--- config.mk ---
export PLATFORM = sky130hd
export DESIGN_NAME = vector_bus_top
export DESIGN_NICKNAME = d
export VERILOG_FILES = /design/src/source/vector_pkg.sv /design/src/source/bus_status_decoder.sv /design/src/source/clock_enables.sv /design/src/source/palette_port.sv /design/src/source/retrace_irq.sv /design/src/source/rom_shadow_ctl.sv /design/src/source/vector_bus_top.sv /design/src/source/wait_state_gen.sv
export SDC_FILE = /design/constraint.sdc
export NUM_CORES = 1
export LEC_CHECK = 0
export BUFFER_PORTS_ARGS = -buffer_cell sky130_fd_sc_hd__buf_2
export CORE_ASPECT_RATIO = 1.5
export CORE_MARGIN = 3
export CORE_UTILIZATION = 40
export DETAILED_ROUTE_END_ITERATION = 6
export GPL_TIMING_DRIVEN = 0
export SETUP_SLACK_MARGIN = 0.05
export SYNTH_ARGS = -nofsm -noshare
export SYNTH_HDL_FRONTEND = slang
export SYNTH_SLANG_ARGS = --single-unit
--- constraint.sdc ---
create_clock -name clk24 -period 3.1 [get_ports clk24]
set_clock_uncertainty 0.15 [all_clocks]
set_input_delay 0.155 -clock clk24 [delete_from_list [all_inputs] [get_ports clk24]]
set_output_delay 0.155 -clock clk24 [all_outputs]
set_load 0.05 [all_outputs]
--- src/source/vector_pkg.sv ---
//////////////////////////////
// Bus-control shared types: status word, I/O port codes and tick counts
//////////////////////////////
package vector_pkg;

	//////////////////////////////
	// 8080 status word
	//////////////////////////////
	// Same byte seen raw or as flags, MSB first
	typedef union packed {
		logic [7:0] raw;
		struct packed {
			logic memr;
			logic inp;
			logic m1;
			logic out;
			logic hlta;
			logic stack;
			logic wo_n;
			logic inta;
		} flags;
	} status_word_t;

	// Device field, address bits 7..2
	localparam logic [5:0] PORT_VM55   = 6'd0;
	localparam logic [5:0] PORT_VI53   = 6'd2;
	localparam logic [5:0] PORT_IPORTS = 6'd3;
	// Full address of the RAM-disk control port
	localparam logic [7:0] PORT_RAMDISK = 8'h10;

	// Divider and slot counter widths
	localparam int CE_DIV_BITS = 3;
	localparam int WS_CNT_BITS = 5;

	// Timings in cpu_ce ticks
	localparam int IRQ_DELAY_TICKS    = 36;
	localparam int IRQ_WIDTH_TICKS    = 8;
	localparam int BLKSBR_PULSE_TICKS = 4;
	// Tick counter widths
	localparam int IRQ_CNT_BITS = $clog2(IRQ_DELAY_TICKS + IRQ_WIDTH_TICKS);
	localparam int BLK_CNT_BITS = $clog2(BLKSBR_PULSE_TICKS);

endpackage

--- src/source/bus_status_decoder.sv ---
//////////////////////////////
// Status word latch and registered I/O port decode into selects and strobes
//////////////////////////////
`timescale 1ns/1ps

module bus_status_decoder (
	input  logic                     clk24,
	input  logic                     RESET_n,
	input  logic                     cpu_ce,
	input  logic                     sync,
	input  logic                     wr_n,
	input  logic [7:0]               cpu_do,
	input  logic [7:0]               cpu_a,
	output vector_pkg::status_word_t status,
	output logic [1:0]               port_lo,
	output logic                     vm55_cs,
	output logic                     vi53_wren,
	output logic                     vi53_rden,
	output logic                     ramdisk_write,
	output logic                     iports_write
);
	import vector_pkg::*;

	logic [7:0] addr_r;
	logic [5:0] port_dev;
	logic       io_rd;
	logic       io_wr;
	logic       wr;

	//////////////////////////////
	// Status and address latches
	//////////////////////////////
	// Status byte is on the data bus during the sync tick
	always_ff @(posedge clk24) begin
		if (!RESET_n) begin
			status <= '0;
		end else if (cpu_ce && sync) begin
			status.raw <= cpu_do;
		end
	end

	// I/O address, refreshed every CPU tick
	always_ff @(posedge clk24) begin
		if (cpu_ce) begin
			addr_r <= cpu_a;
		end
	end

	//////////////////////////////
	// Port decode
	//////////////////////////////
	assign port_dev = addr_r[7:2];
	assign io_rd    = status.flags.inp;
	assign io_wr    = status.flags.out;
	// Write data valid on the bus
	assign wr       = ~wr_n;

	// Internal 8255, ports 00..03
	assign vm55_cs = (io_rd | io_wr) & (port_dev == PORT_VM55);

	// 8253 timer, ports 08..0B
	assign vi53_wren = wr & io_wr & (port_dev == PORT_VI53);
	assign vi53_rden = io_rd & (port_dev == PORT_VI53);

	// RAM-disk bank register
	assign ramdisk_write = wr & io_wr & (addr_r == PORT_RAMDISK);

	// Internal ports 0C..0F
	assign iports_write = wr & io_wr & (port_dev == PORT_IPORTS);

	// Peripherals see register index inverted
	assign port_lo = ~addr_r[1:0];

endmodule

--- src/source/clock_enables.sv ---
//////////////////////////////
// Clock enables: 12, 6 and 3 MHz strobes plus video slot level from clk24
//////////////////////////////
`timescale 1ns/1ps

module clock_enables (
	input  logic clk24,
	input  logic RESET_n,
	output logic ce12,
	output logic ce6,
	output logic cpu_ce,
	output logic video_slice
);
	import vector_pkg::*;

	// One 8-cycle bus window
	logic [CE_DIV_BITS-1:0] div_cnt;

	always_ff @(posedge clk24) begin
		if (!RESET_n) begin
			div_cnt <= '0;
		end else begin
			div_cnt <= div_cnt + 1'b1;
		end
	end

	//////////////////////////////
	// Enable decode
	//////////////////////////////
	// Every 2nd cycle
	assign ce12 = div_cnt[0];
	// Every 4th cycle
	assign ce6 = &div_cnt[1:0];
	// Every 8th, last cycle of the window
	assign cpu_ce = &div_cnt;

	// First half of the window belongs to video fetch
	assign video_slice = ~div_cnt[CE_DIV_BITS-1];

endmodule

--- src/source/palette_port.sv ---
//////////////////////////////
// Palette port 0C colour byte capture and palette RAM write strobe
//////////////////////////////
`timescale 1ns/1ps

module palette_port (
	input  logic       clk24,
	input  logic       RESET_n,
	input  logic       cpu_ce,
	input  logic       iports_write,
	input  logic [1:0] port_lo,
	input  logic [7:0] data,
	output logic [7:0] palette_value,
	output logic       palette_wren
);
	logic palette_hit;

	// Inverted port_lo 11 means address bits 00
	assign palette_hit = cpu_ce & iports_write & (port_lo == 2'b11);

	// Colour byte from the CPU data bus
	always_ff @(posedge clk24) begin
		if (palette_hit) begin
			palette_value <= data;
		end
	end

	// One clk24 strobe per write
	always_ff @(posedge clk24) begin
		if (!RESET_n) begin
			palette_wren <= 1'b0;
		end else begin
			palette_wren <= palette_hit;
		end
	end

endmodule

--- src/source/retrace_irq.sv ---
//////////////////////////////
// Frame interrupt: delayed, fixed-width request after the retrace rise
//////////////////////////////
`timescale 1ns/1ps

module retrace_irq (
	input  logic clk24,
	input  logic RESET_n,
	input  logic cpu_ce,
	input  logic retrace,
	output logic int_request
);
	import vector_pkg::*;

	logic                    retrace_d;
	logic                    retrace_rise;
	logic                    active;
	logic [IRQ_CNT_BITS-1:0] tick_cnt;

	assign retrace_rise = retrace & ~retrace_d;

	// Delay phase then request phase on one counter
	always_ff @(posedge clk24) begin
		if (!RESET_n) begin
			retrace_d   <= 1'b0;
			active      <= 1'b0;
			tick_cnt    <= '0;
			int_request <= 1'b0;
		end else if (cpu_ce) begin
			retrace_d <= retrace;
			if (!active) begin
				// Arm on rise, tick zero
				if (retrace_rise) begin
					active   <= 1'b1;
					tick_cnt <= '0;
				end
			end else begin
				tick_cnt <= tick_cnt + 1'b1;
				if (tick_cnt == IRQ_CNT_BITS'(IRQ_DELAY_TICKS - 1)) begin
					int_request <= 1'b1;
				end
				// Request window over
				if (tick_cnt == IRQ_CNT_BITS'(IRQ_DELAY_TICKS + IRQ_WIDTH_TICKS - 1)) begin
					int_request <= 1'b0;
					active      <= 1'b0;
				end
			end
		end
	end

endmodule

--- src/source/rom_shadow_ctl.sv ---
//////////////////////////////
// BLK+SBR: sticky boot ROM disable and timed CPU reset pulse
//////////////////////////////
`timescale 1ns/1ps

module rom_shadow_ctl (
	input  logic clk24,
	input  logic RESET_n,
	input  logic cpu_ce,
	input  logic blksbr_key,
	output logic disable_rom,
	output logic blksbr_reset
);
	import vector_pkg::*;

	logic                    key_d;
	logic [BLK_CNT_BITS-1:0] pulse_cnt;

	always_ff @(posedge clk24) begin
		if (!RESET_n) begin
			key_d        <= 1'b0;
			disable_rom  <= 1'b0;
			blksbr_reset <= 1'b0;
			pulse_cnt    <= '0;
		end else if (cpu_ce) begin
			key_d <= blksbr_key;
			// Stays off until next reset
			if (blksbr_key) begin
				disable_rom <= 1'b1;
			end
			if (blksbr_reset) begin
				pulse_cnt <= pulse_cnt + 1'b1;
				if (pulse_cnt == BLK_CNT_BITS'(BLKSBR_PULSE_TICKS - 1)) begin
					blksbr_reset <= 1'b0;
				end
			end else if (blksbr_key && !key_d) begin
				// New press only
				blksbr_reset <= 1'b1;
				pulse_cnt    <= '0;
			end
		end
	end

endmodule

--- src/source/vector_bus_top.sv ---
//////////////////////////////
// Bus-control core top: clock enables, wait states, port decode, IRQ, BLK+SBR
//////////////////////////////
`timescale 1ns/1ps

module vector_bus_top (
	input  logic                     clk24,
	input  logic                     RESET_n,
	input  logic                     sync,
	input  logic                     wr_n,
	input  logic [7:0]               cpu_do,
	input  logic [7:0]               cpu_a,
	input  logic                     retrace,
	input  logic                     blksbr_key,
	output logic                     cpu_ce,
	output logic                     ce12,
	output logic                     ce6,
	output logic                     video_slice,
	output logic                     ready,
	output vector_pkg::status_word_t status,
	output logic [1:0]               port_lo,
	output logic                     vm55_cs,
	output logic                     vi53_wren,
	output logic                     vi53_rden,
	output logic                     ramdisk_write,
	output logic [7:0]               palette_value,
	output logic                     palette_wren,
	output logic                     int_request,
	output logic                     disable_rom,
	output logic                     blksbr_reset
);
	// Decoder to palette
	logic iports_write;

	//////////////////////////////
	// Clocking and wait states
	//////////////////////////////
	clock_enables u_clock_enables (
		.clk24      (clk24),
		.RESET_n    (RESET_n),
		.ce12       (ce12),
		.ce6        (ce6),
		.cpu_ce     (cpu_ce),
		.video_slice(video_slice)
	);

	wait_state_gen u_wait_state_gen (
		.clk24  (clk24),
		.RESET_n(RESET_n),
		.cpu_ce (cpu_ce),
		.sync   (sync),
		.status (status),
		.ready  (ready)
	);

	//////////////////////////////
	// I/O ports
	//////////////////////////////
	bus_status_decoder u_bus_status_decoder (
		.clk24        (clk24),
		.RESET_n      (RESET_n),
		.cpu_ce       (cpu_ce),
		.sync         (sync),
		.wr_n         (wr_n),
		.cpu_do       (cpu_do),
		.cpu_a        (cpu_a),
		.status       (status),
		.port_lo      (port_lo),
		.vm55_cs      (vm55_cs),
		.vi53_wren    (vi53_wren),
		.vi53_rden    (vi53_rden),
		.ramdisk_write(ramdisk_write),
		.iports_write (iports_write)
	);

	// Colour byte comes straight off the CPU data bus
	palette_port u_palette_port (
		.clk24        (clk24),
		.RESET_n      (RESET_n),
		.cpu_ce       (cpu_ce),
		.iports_write (iports_write),
		.port_lo      (port_lo),
		.data         (cpu_do),
		.palette_value(palette_value),
		.palette_wren (palette_wren)
	);

	//////////////////////////////
	// Interrupt and BLK+SBR
	//////////////////////////////
	retrace_irq u_retrace_irq (
		.clk24      (clk24),
		.RESET_n    (RESET_n),
		.cpu_ce     (cpu_ce),
		.retrace    (retrace),
		.int_request(int_request)
	);

	rom_shadow_ctl u_rom_shadow_ctl (
		.clk24       (clk24),
		.RESET_n     (RESET_n),
		.cpu_ce      (cpu_ce),
		.blksbr_key  (blksbr_key),
		.disable_rom (disable_rom),
		.blksbr_reset(blksbr_reset)
	);

endmodule

--- src/source/wait_state_gen.sv ---
//////////////////////////////
// Wait states: holds READY low for CPU memory cycles outside the CPU slot
//////////////////////////////
`timescale 1ns/1ps

module wait_state_gen (
	input  logic                    clk24,
	input  logic                    RESET_n,
	input  logic                    cpu_ce,
	input  logic                    sync,
	input  vector_pkg::status_word_t status,
	output logic                    ready
);
	import vector_pkg::*;

	logic [WS_CNT_BITS-1:0] ws_cnt;
	logic                   cpu_time;
	logic                   ws_req;
	logic                   sync_hit;

	// Free slot counter
	always_ff @(posedge clk24) begin
		if (!RESET_n) begin
			ws_cnt <= '0;
		end else begin
			ws_cnt <= ws_cnt + 1'b1;
		end
	end

	// CPU owns counts 28..31
	assign cpu_time = &ws_cnt[WS_CNT_BITS-1 -: 3];

	// Memory read or non-OUT write wants the bus
	assign ws_req = (status.flags.memr | ~status.flags.wo_n) & ~status.flags.out;

	//////////////////////////////
	// READY latch
	//////////////////////////////
	// Status register lags the sync edge by one clk24 cycle,
	// so the request is judged on the cycle right after it
	always_ff @(posedge clk24) begin
		if (!RESET_n) begin
			sync_hit <= 1'b0;
			ready    <= 1'b1;
		end else begin
			sync_hit <= cpu_ce & sync & ~cpu_time;
			if (sync_hit && ws_req) begin
				ready <= 1'b0;
			end
			// Slot open, release the CPU
			if (cpu_time) begin
				ready <= 1'b1;
			end
		end
	end

endmodule

==> results of run 1 <==
sequential cells by signal (all words and copies together), names as in the netlist:
signal and count:
u_palette_port.palette_wren 1, u_palette_port.palette_value 8, u_rom_shadow_ctl.blksbr_reset 1, u_clock_enables.div_cnt 3
u_rom_shadow_ctl.key_d 1, u_wait_state_gen.ready 1, u_bus_status_decoder.status 8, u_wait_state_gen.ws_cnt 5
u_wait_state_gen.sync_hit 1, u_bus_status_decoder.addr_r 8, u_rom_shadow_ctl.pulse_cnt 2, u_retrace_irq.retrace_d 1
u_retrace_irq.int_request 1, u_retrace_irq.tick_cnt 6, u_rom_shadow_ctl.disable_rom 1, u_retrace_irq.active 1
cells in the mapped netlist, drive strengths merged:
cell type	count	area share, %
a21boi	11	4.3
a21o	1	0.39
a21oi	4	1.0
a2bb2oi	1	0.45
a31oi	3	0.97
a32oi	2	0.90
a41o	1	0.52
and2	8	2.6
and3	4	1.3
and4	1	0.45
buf	2	0.52
clkbuf	5	0.97
dfxtp	33	34
edfxtp	16	25
ha	5	3.2
inv	8	1.6
mux2i	2	1.0
nand2	16	3.2
nand2b	2	0.65
nand3	12	3.1
nand3b	2	0.77
nand4	1	0.32
nand4b	2	0.90
nor2	8	1.6
nor2b	11	3.6
nor3	1	0.26
nor3b	2	0.77
nor4	2	0.65
nor4b	1	1.2
o211ai	2	0.77
o21ai	4	1.0
o31ai	2	0.77
xnor2	2	0.90
xor2	1	0.45
final cells by class:
cell class | instances | share of cell area (%)
buffer | 7 | 1.124
clock buffer | 6 | 3.224
clock inverter | 2 | 0.5374
inverter | 8 | 1.172
multi-input combinational | 114 | 28.87
sequential | 49 | 44.55
tap | 64 | 3.127
timing repair buffer | 70 | 17.39
worst register-to-register path: stages (launching register included):
cell      delay, ns
dfxtp_1        0.39
ha_1           0.20
ha_2           0.31
clkbuf_1       0.34
and4_1         0.50
stage by stage:
step | instance area (um^2) | hold slack (ns)
after detailed placement | 2275 | 0.1837
after CTS | 2561 | 0.1143
final | 2561 | 0.1213
after global placement | 2275 | 0.1812
after floorplan | 1939 | 0.1039
after global routing | 2561 | 0.1469
placed cells by master (no fill, tap or decap), drive strengths merged:
cell / Yosys / layout
buf: 2 / 53
dfxtp: 33 / 33
dlygate4sd3: 0 / 19
edfxtp: 16 / 16
nand2: 16 / 16
nand3: 12 / 12
nor2b: 11 / 11
a21boi: 11 / 11
clkbuf: 5 / 11
nor2: 8 / 8
and2: 8 / 8
inv: 8 / 8
ha: 5 / 5
and3: 4 / 4
a21oi: 4 / 4
o21ai: 4 / 4
a31oi: 3 / 3
nor4: 2 / 2
nand2b: 2 / 2
nor3b: 2 / 2
nand3b: 2 / 2
mux2i: 2 / 2
xnor2: 2 / 2
a32oi: 2 / 2
nand4b: 2 / 2
o211ai: 2 / 2
o31ai: 2 / 2
clkinv: 0 / 2
nor3: 1 / 1
and4: 1 / 1
nor4b: 1 / 1
a41o: 1 / 1
a21o: 1 / 1
a2bb2oi: 1 / 1
xor2: 1 / 1
nand4: 1 / 1
routing by layer:
layer / vias up / GRT usage [%] / wire [um]
li1: 782 / - / -
met2: 52 / 26.89 / 2028
met3: 9 / 3.960 / 278
met5: - / 0 / 0
met1: 689 / 17.46 / 1709
met4: 0 / 7.735 / 107
timing repair:
item / in CTS / in global routing
hold endpoints to repair: 26 / 0
hold buffers: 19 / 0
setup buffers: 0 / 0
power groups by stage:
stage	sequential, uW	combinational (uW)	clock, uW
final	674	72.4	395
after CTS	674	72.8	409
after detailed placement	689	53.9	0
after floorplan	692	26.1	0
after global routing	675	80.1	431
after global placement	689	53.8	0
cell families after synthesis:
logic type,share of synthesized area [%]
simple gates,21.32
flops,58.91
xor+xnor,1.357
buf+inv,3.036
compound gates,11.11
fa+ha+maj,3.230
mux,1.034
worst min-delay path by stage:
stage                  start                              to  slack [ns]  cells after the start
finish                  sync  u_bus_status_decoder.status[6]        0.12                      3
global route            sync  u_bus_status_decoder.status[4]        0.15                      3
CTS                     sync  u_bus_status_decoder.status[6]        0.11                      3
detailed placement  cpu_a[5]  u_bus_status_decoder.addr_r[5]        0.18                      1
global placement    cpu_a[0]  u_bus_status_decoder.addr_r[0]        0.18                      1
floorplan           cpu_a[0]  u_bus_status_decoder.addr_r[0]        0.10                      0
==> out/metrics.csv, run 1 <==
stage,metric,value,unit
critical_path,critical path peak fanout,10,
timing,Peak Freq,451.0,MHz
routing,drt drc,0,
pwr,Gate power share,6.3,%
clock_tree,clk_lat worst skew,0.30,ns
clock_tree,Root Buffer Master,clkbuf_8,
finish,sequential cell area,1141,um^2
placed_design,DP Worst Slack,0.8350,ns
timing,period utilization,71.53,%
pwr,Lkg Pwr,0.001032,uW
routing,DR vias/cell,4.788,
timing,unrepaired setup endpoints after global routing,no,
critical_path,largest stage delay on the critical path,0.49,ns
finish,area occupied by multi-input gates,739.5,um^2
routing,TritonRoute pass-1 iters,4,
logic_synthesis,"FF+latch count, synth",49,
logic_synthesis,Mapped Area,1937,um^2
logic_synthesis,Syn Inst Count,178,
timing,setup violators final,0,
global_route,GR Util All Layers,15.53,%
critical_path,Setup CP Type,reg2reg,
critical_path,crit path capture,u_palette_port.palette_value[0],
timing,Pins Over Slew Limit,0,
clock_tree,Clock Sinks,49,
routing,routed len/inst,12.89,um
critical_path,Worst path top cell family by delay,adder cells,
timing,Worst slew margin,70.00,%
global_route,grt ovf,0,
critical_path,CP Depth,4,
critical_path,R2R Path Start,u_clock_enables.div_cnt[0],
finish,post-route insts no fill,320,
critical_path,Crit path arrival time,2.04,ns
critical_path,reg2reg path depth,4,
clock_tree,Post-CTS Resized,0,
placed_design,dpl cells,293,
finish,Filler Cell Count,422,
clock_tree,CTS HTree Levels,2,
die,IO Pins,53,
pwr,pwr/cell area,445.8,nW/um^2
routing,starting DRC count in detailed routing,49,
critical_path,Worst Setup SP,u_clock_enables.div_cnt[0],
clock_tree,Max Root-Sink Buffers,2,
logic_synthesis,sequential share of the synthesized area,58.91,%
timing,worst slew pin tran,0.4470,ns
timing,min Tclk post-route,2.217,ns
die,Die Ht,91.23,um
routing,routed vias,1532,
placed_design,post-DP HPWL,2.892,mm
critical_path,Critical Path Start Type,register,
pwr,net load switching power,254.0,uW
critical_path,r2r endpoint,u_palette_port.palette_value[0],
placed_design,IO Port Bufs,51,
pwr,Clock Power Share,34.6,%
critical_path,CP bufs+invs,1,
global_route,first-pass GRT wire length,7.024,mm
pwr,switching share of total power,22.24,%
critical_path,reg2reg setup slack,0.88,ns
pwr,Reg power frac,59.0,%
min_path,Hold Crit Class,in2reg,
clock_tree,TritonCTS buffer count,5,
clock_tree,CTS tree,yes,
logic_synthesis,mean post-synth cell area,10.88,um^2
outcome,outcome,finished clean,
critical_path,critical path's slowest cell,and4_1,
finish,P&R area growth vs syn,32.24,%
die,chip width,62.82,um
logic_synthesis,Ys Warns,0,
global_route,vias in the first global route,1516,
pwr,Pint,887.8,uW
finish,layout cells sized above 1,25.39,%
timing,setup_tns,0,ns
logic_synthesis,syn nets,205,
run,MaxCap Viol Count,0,
routing,WL final,4.124,mm
logic_synthesis,Synth cell types,38,
placed_design,Final Wtd Congestion,0.8171,
global_route,initial antenna violation count,0,
finish,utilization after layout,55.47,%
routing,Final ANT Viol Nets,0,
finish,diode count,0,
timing,Final Hold Fails,0,
critical_path,"Data required, critical path",2.92,ns
die,Die ar.,5730,um^2
critical_path,critical-path cell list,ha_1 -> ha_2 -> clkbuf_1 -> and4_1,
pwr,VDD IR max,265.1,uV
pwr,Tot Pwr,1142,uW
finish,# nets final,282,
critical_path,crit end category,register,
die,total core area,4617,um^2
clock_tree,clock slew at reported path FFs,0.09,ns
global_route,largest net degree at the start of global routing,16,
die,std cell rows,30,
timing,min setup slack post-route,0.8827,ns
die,Starting Density,41.95,%
Note: power is estimated with default switching activity, not from simulation.
==> run 2, diff against run 1 <==
==> constraint.sdc (replaced) <==
create_clock -name clk24 -period 2.3 [get_ports clk24]
set_clock_uncertainty 0.15 [all_clocks]
set_input_delay 0.115 -clock clk24 [delete_from_list [all_inputs] [get_ports clk24]]
set_output_delay 0.115 -clock clk24 [all_outputs]
set_load 0.05 [all_outputs]
==> out/metrics.csv, run 2 (synthesized netlist as in run 1, its figures left out) <==
stage,metric,value,unit
critical_path,crit path capture,u_palette_port.palette_value[1],
routing,Final ANT Viol Nets,0,
clock_tree,CTS HTree Levels,2,
routing,routed len/inst,12.40,um
global_route,vias in the first global route,1496,
pwr,Clock Power Share,32.0,%
clock_tree,clock slew at reported path FFs,0.08,ns
routing,TritonRoute pass-1 iters,4,
global_route,grt ovf,0,
placed_design,DP Worst Slack,0.2023,ns
routing,drt drc,0,
placed_design,post-DP HPWL,2.838,mm
clock_tree,clk_lat worst skew,0.29,ns
clock_tree,Root Buffer Master,clkbuf_8,
die,Starting Density,41.95,%
global_route,initial antenna violation count,0,
critical_path,Critical Path Start Type,register,
critical_path,Most Frequent Cell on Critical Path,ha_4,
pwr,Reg power frac,61.3,%
timing,setup_tns,0,ns
pwr,Lkg Pwr,0.001026,uW
critical_path,CP bufs+invs,1,
critical_path,Worst Setup SP,u_clock_enables.div_cnt[0],
routing,routed vias,1515,
routing,DR vias/cell,4.734,
finish,# nets final,282,
pwr,Pint,1165,uW
finish,Filler Cell Count,424,
timing,Peak Freq,487.7,MHz
pwr,net load switching power,320.1,uW
finish,most frequent cells in the layout,"buf_2 (53), dfxtp_1 (32), dlygate4sd3_1 (19)",
die,total core area,4617,um^2
pwr,pwr/cell area,574.0,nW/um^2
critical_path,Setup CP Type,reg2reg,
die,IO Pins,53,
die,Die ar.,5730,um^2
finish,Largest regs,"u_bus_status_decoder.addr_r: 8 flops, u_bus_status_decoder.status: 8 flops, u_palette_port.palette_value: 8 flops",
die,Die Ht,91.23,um
critical_path,critical-path cell list,ha_4 -> ha_4 -> clkbuf_1 -> and4_1,
critical_path,Worst path top cell family by delay,simple AND/OR/NAND/NOR gates,
critical_path,r2r endpoint,u_palette_port.palette_value[1],
finish,"most common cell after layout, fill and taps aside",buf_2,
routing,starting DRC count in detailed routing,21,
global_route,first-pass GRT wire length,6.665,mm
finish,diode count,0,
critical_path,reg2reg setup slack,0.25,ns
die,chip width,62.82,um
global_route,largest net degree at the start of global routing,16,
timing,worst slew pin tran,0.4623,ns
placed_design,IO Port Bufs,51,
die,std cell rows,30,
run,MaxCap Viol Count,0,
clock_tree,Max Root-Sink Buffers,2,
global_route,GR Util All Layers,14.58,%
outcome,outcome,finished clean,
placed_design,Final Wtd Congestion,0.7692,
finish,P&R area growth vs syn,33.53,%
timing,Worst slew margin,68.97,%
routing,WL final,3.967,mm
pwr,VDD IR max,353.2,uV
timing,min setup slack post-route,0.2496,ns
critical_path,crit end category,register,
pwr,Gate power share,6.7,%
critical_path,CP Depth,4,
timing,Final Hold Fails,0,
critical_path,reg2reg path depth,4,
clock_tree,CTS tree,yes,
timing,unrepaired setup endpoints after global routing,no,
critical_path,"Data required, critical path",2.11,ns
critical_path,critical path's slowest cell,and4_1,
timing,setup violators final,0,
min_path,Hold Crit Class,in2reg,
timing,Pins Over Slew Limit,0,
critical_path,critical path peak fanout,10,
critical_path,R2R Path Start,u_clock_enables.div_cnt[0],
finish,layout cells sized above 1,26.56,%
critical_path,largest stage delay on the critical path,0.50,ns
timing,period utilization,89.15,%
pwr,switching share of total power,21.56,%
timing,min Tclk post-route,2.050,ns
critical_path,Crit path arrival time,1.86,ns
clock_tree,TritonCTS buffer count,5,
clock_tree,Clock Sinks,49,
run 2: worst min path at each step:
stage | start | to | slack (ns) | cells past startpoint
3_3_place_gp | cpu_a[2] | u_bus_status_decoder.addr_r[2] | 0.14 | 1
2_1_floorplan | cpu_a[0] | u_bus_status_decoder.addr_r[0] | 0.06 | 0
5_1_grt | sync | u_bus_status_decoder.status[0] | 0.10 | 3
4_1_cts | sync | u_bus_status_decoder.status[2] | 0.08 | 3
6_report | sync | u_bus_status_decoder.status[0] | 0.1 | 3
3_5_place_dp | cpu_a[7] | u_bus_status_decoder.addr_r[7] | 0.14 | 1
run 2: per-layer routing:
metal	track usage [%]	vias to the layer above	share of wire (%)
met2	25.82	47	52
met3	3.218	4	4.0
li1	-	779	-
met4	6.630	0	1.2
met1	16.46	685	43
met5	0	-	0
run 2: repair_timing:
action | in CTS | in global routing
endpoints found under the hold margin | 28 | 0
gates resized for setup | 0 | 0
buffers inserted | 0 | 0
hold buffers | 19 | 0
run 2: cell type report:
type	count	area [um^2]	area share (%)
Buffer	7	28.78	1.113
Clock buffer	5	68.82	2.661
Clock inverter	3	17.52	0.6773
Inverter	8	30.03	1.161
Multi-Input combinational cell	114	773.2	29.90
Sequential cell	49	1142	44.17
Tap cell	64	80.08	3.096
Timing Repair Buffer	70	445.4	17.22
run 2: stage by stage:
stage          hold slack (ns)  cells  utilization (%)  area, um^2  power (uW)
4_1_cts                0.07900    320            56.02        2586        1512
3_5_place_dp            0.1442    293            50.03        2310        1005
2_1_floorplan          0.06387    178                -        1974       973.3
3_3_place_gp            0.1420    293            50.03        2310        1004
6_report               0.09527    320            56.02        2586        1485
5_1_grt                 0.1014    320            56.02        2586        1563
run 2: worst register-to-register path: stages, from the launching register on:
cell	delay [ns]
dfxtp_2	0.37
ha_4	0.15
ha_4	0.20
clkbuf_1	0.36
and4_1	0.50
run 2: power by group through the flow:
stage / combinational (uW) / sequential (uW) / clock, uW
after floorplan: 37.8 / 936 / 0
after CTS: 99.8 / 911 / 501
final: 98.9 / 911 / 475
after global placement: 73.8 / 930 / 0
after global routing: 108 / 913 / 542
after detailed placement: 74.6 / 931 / 0
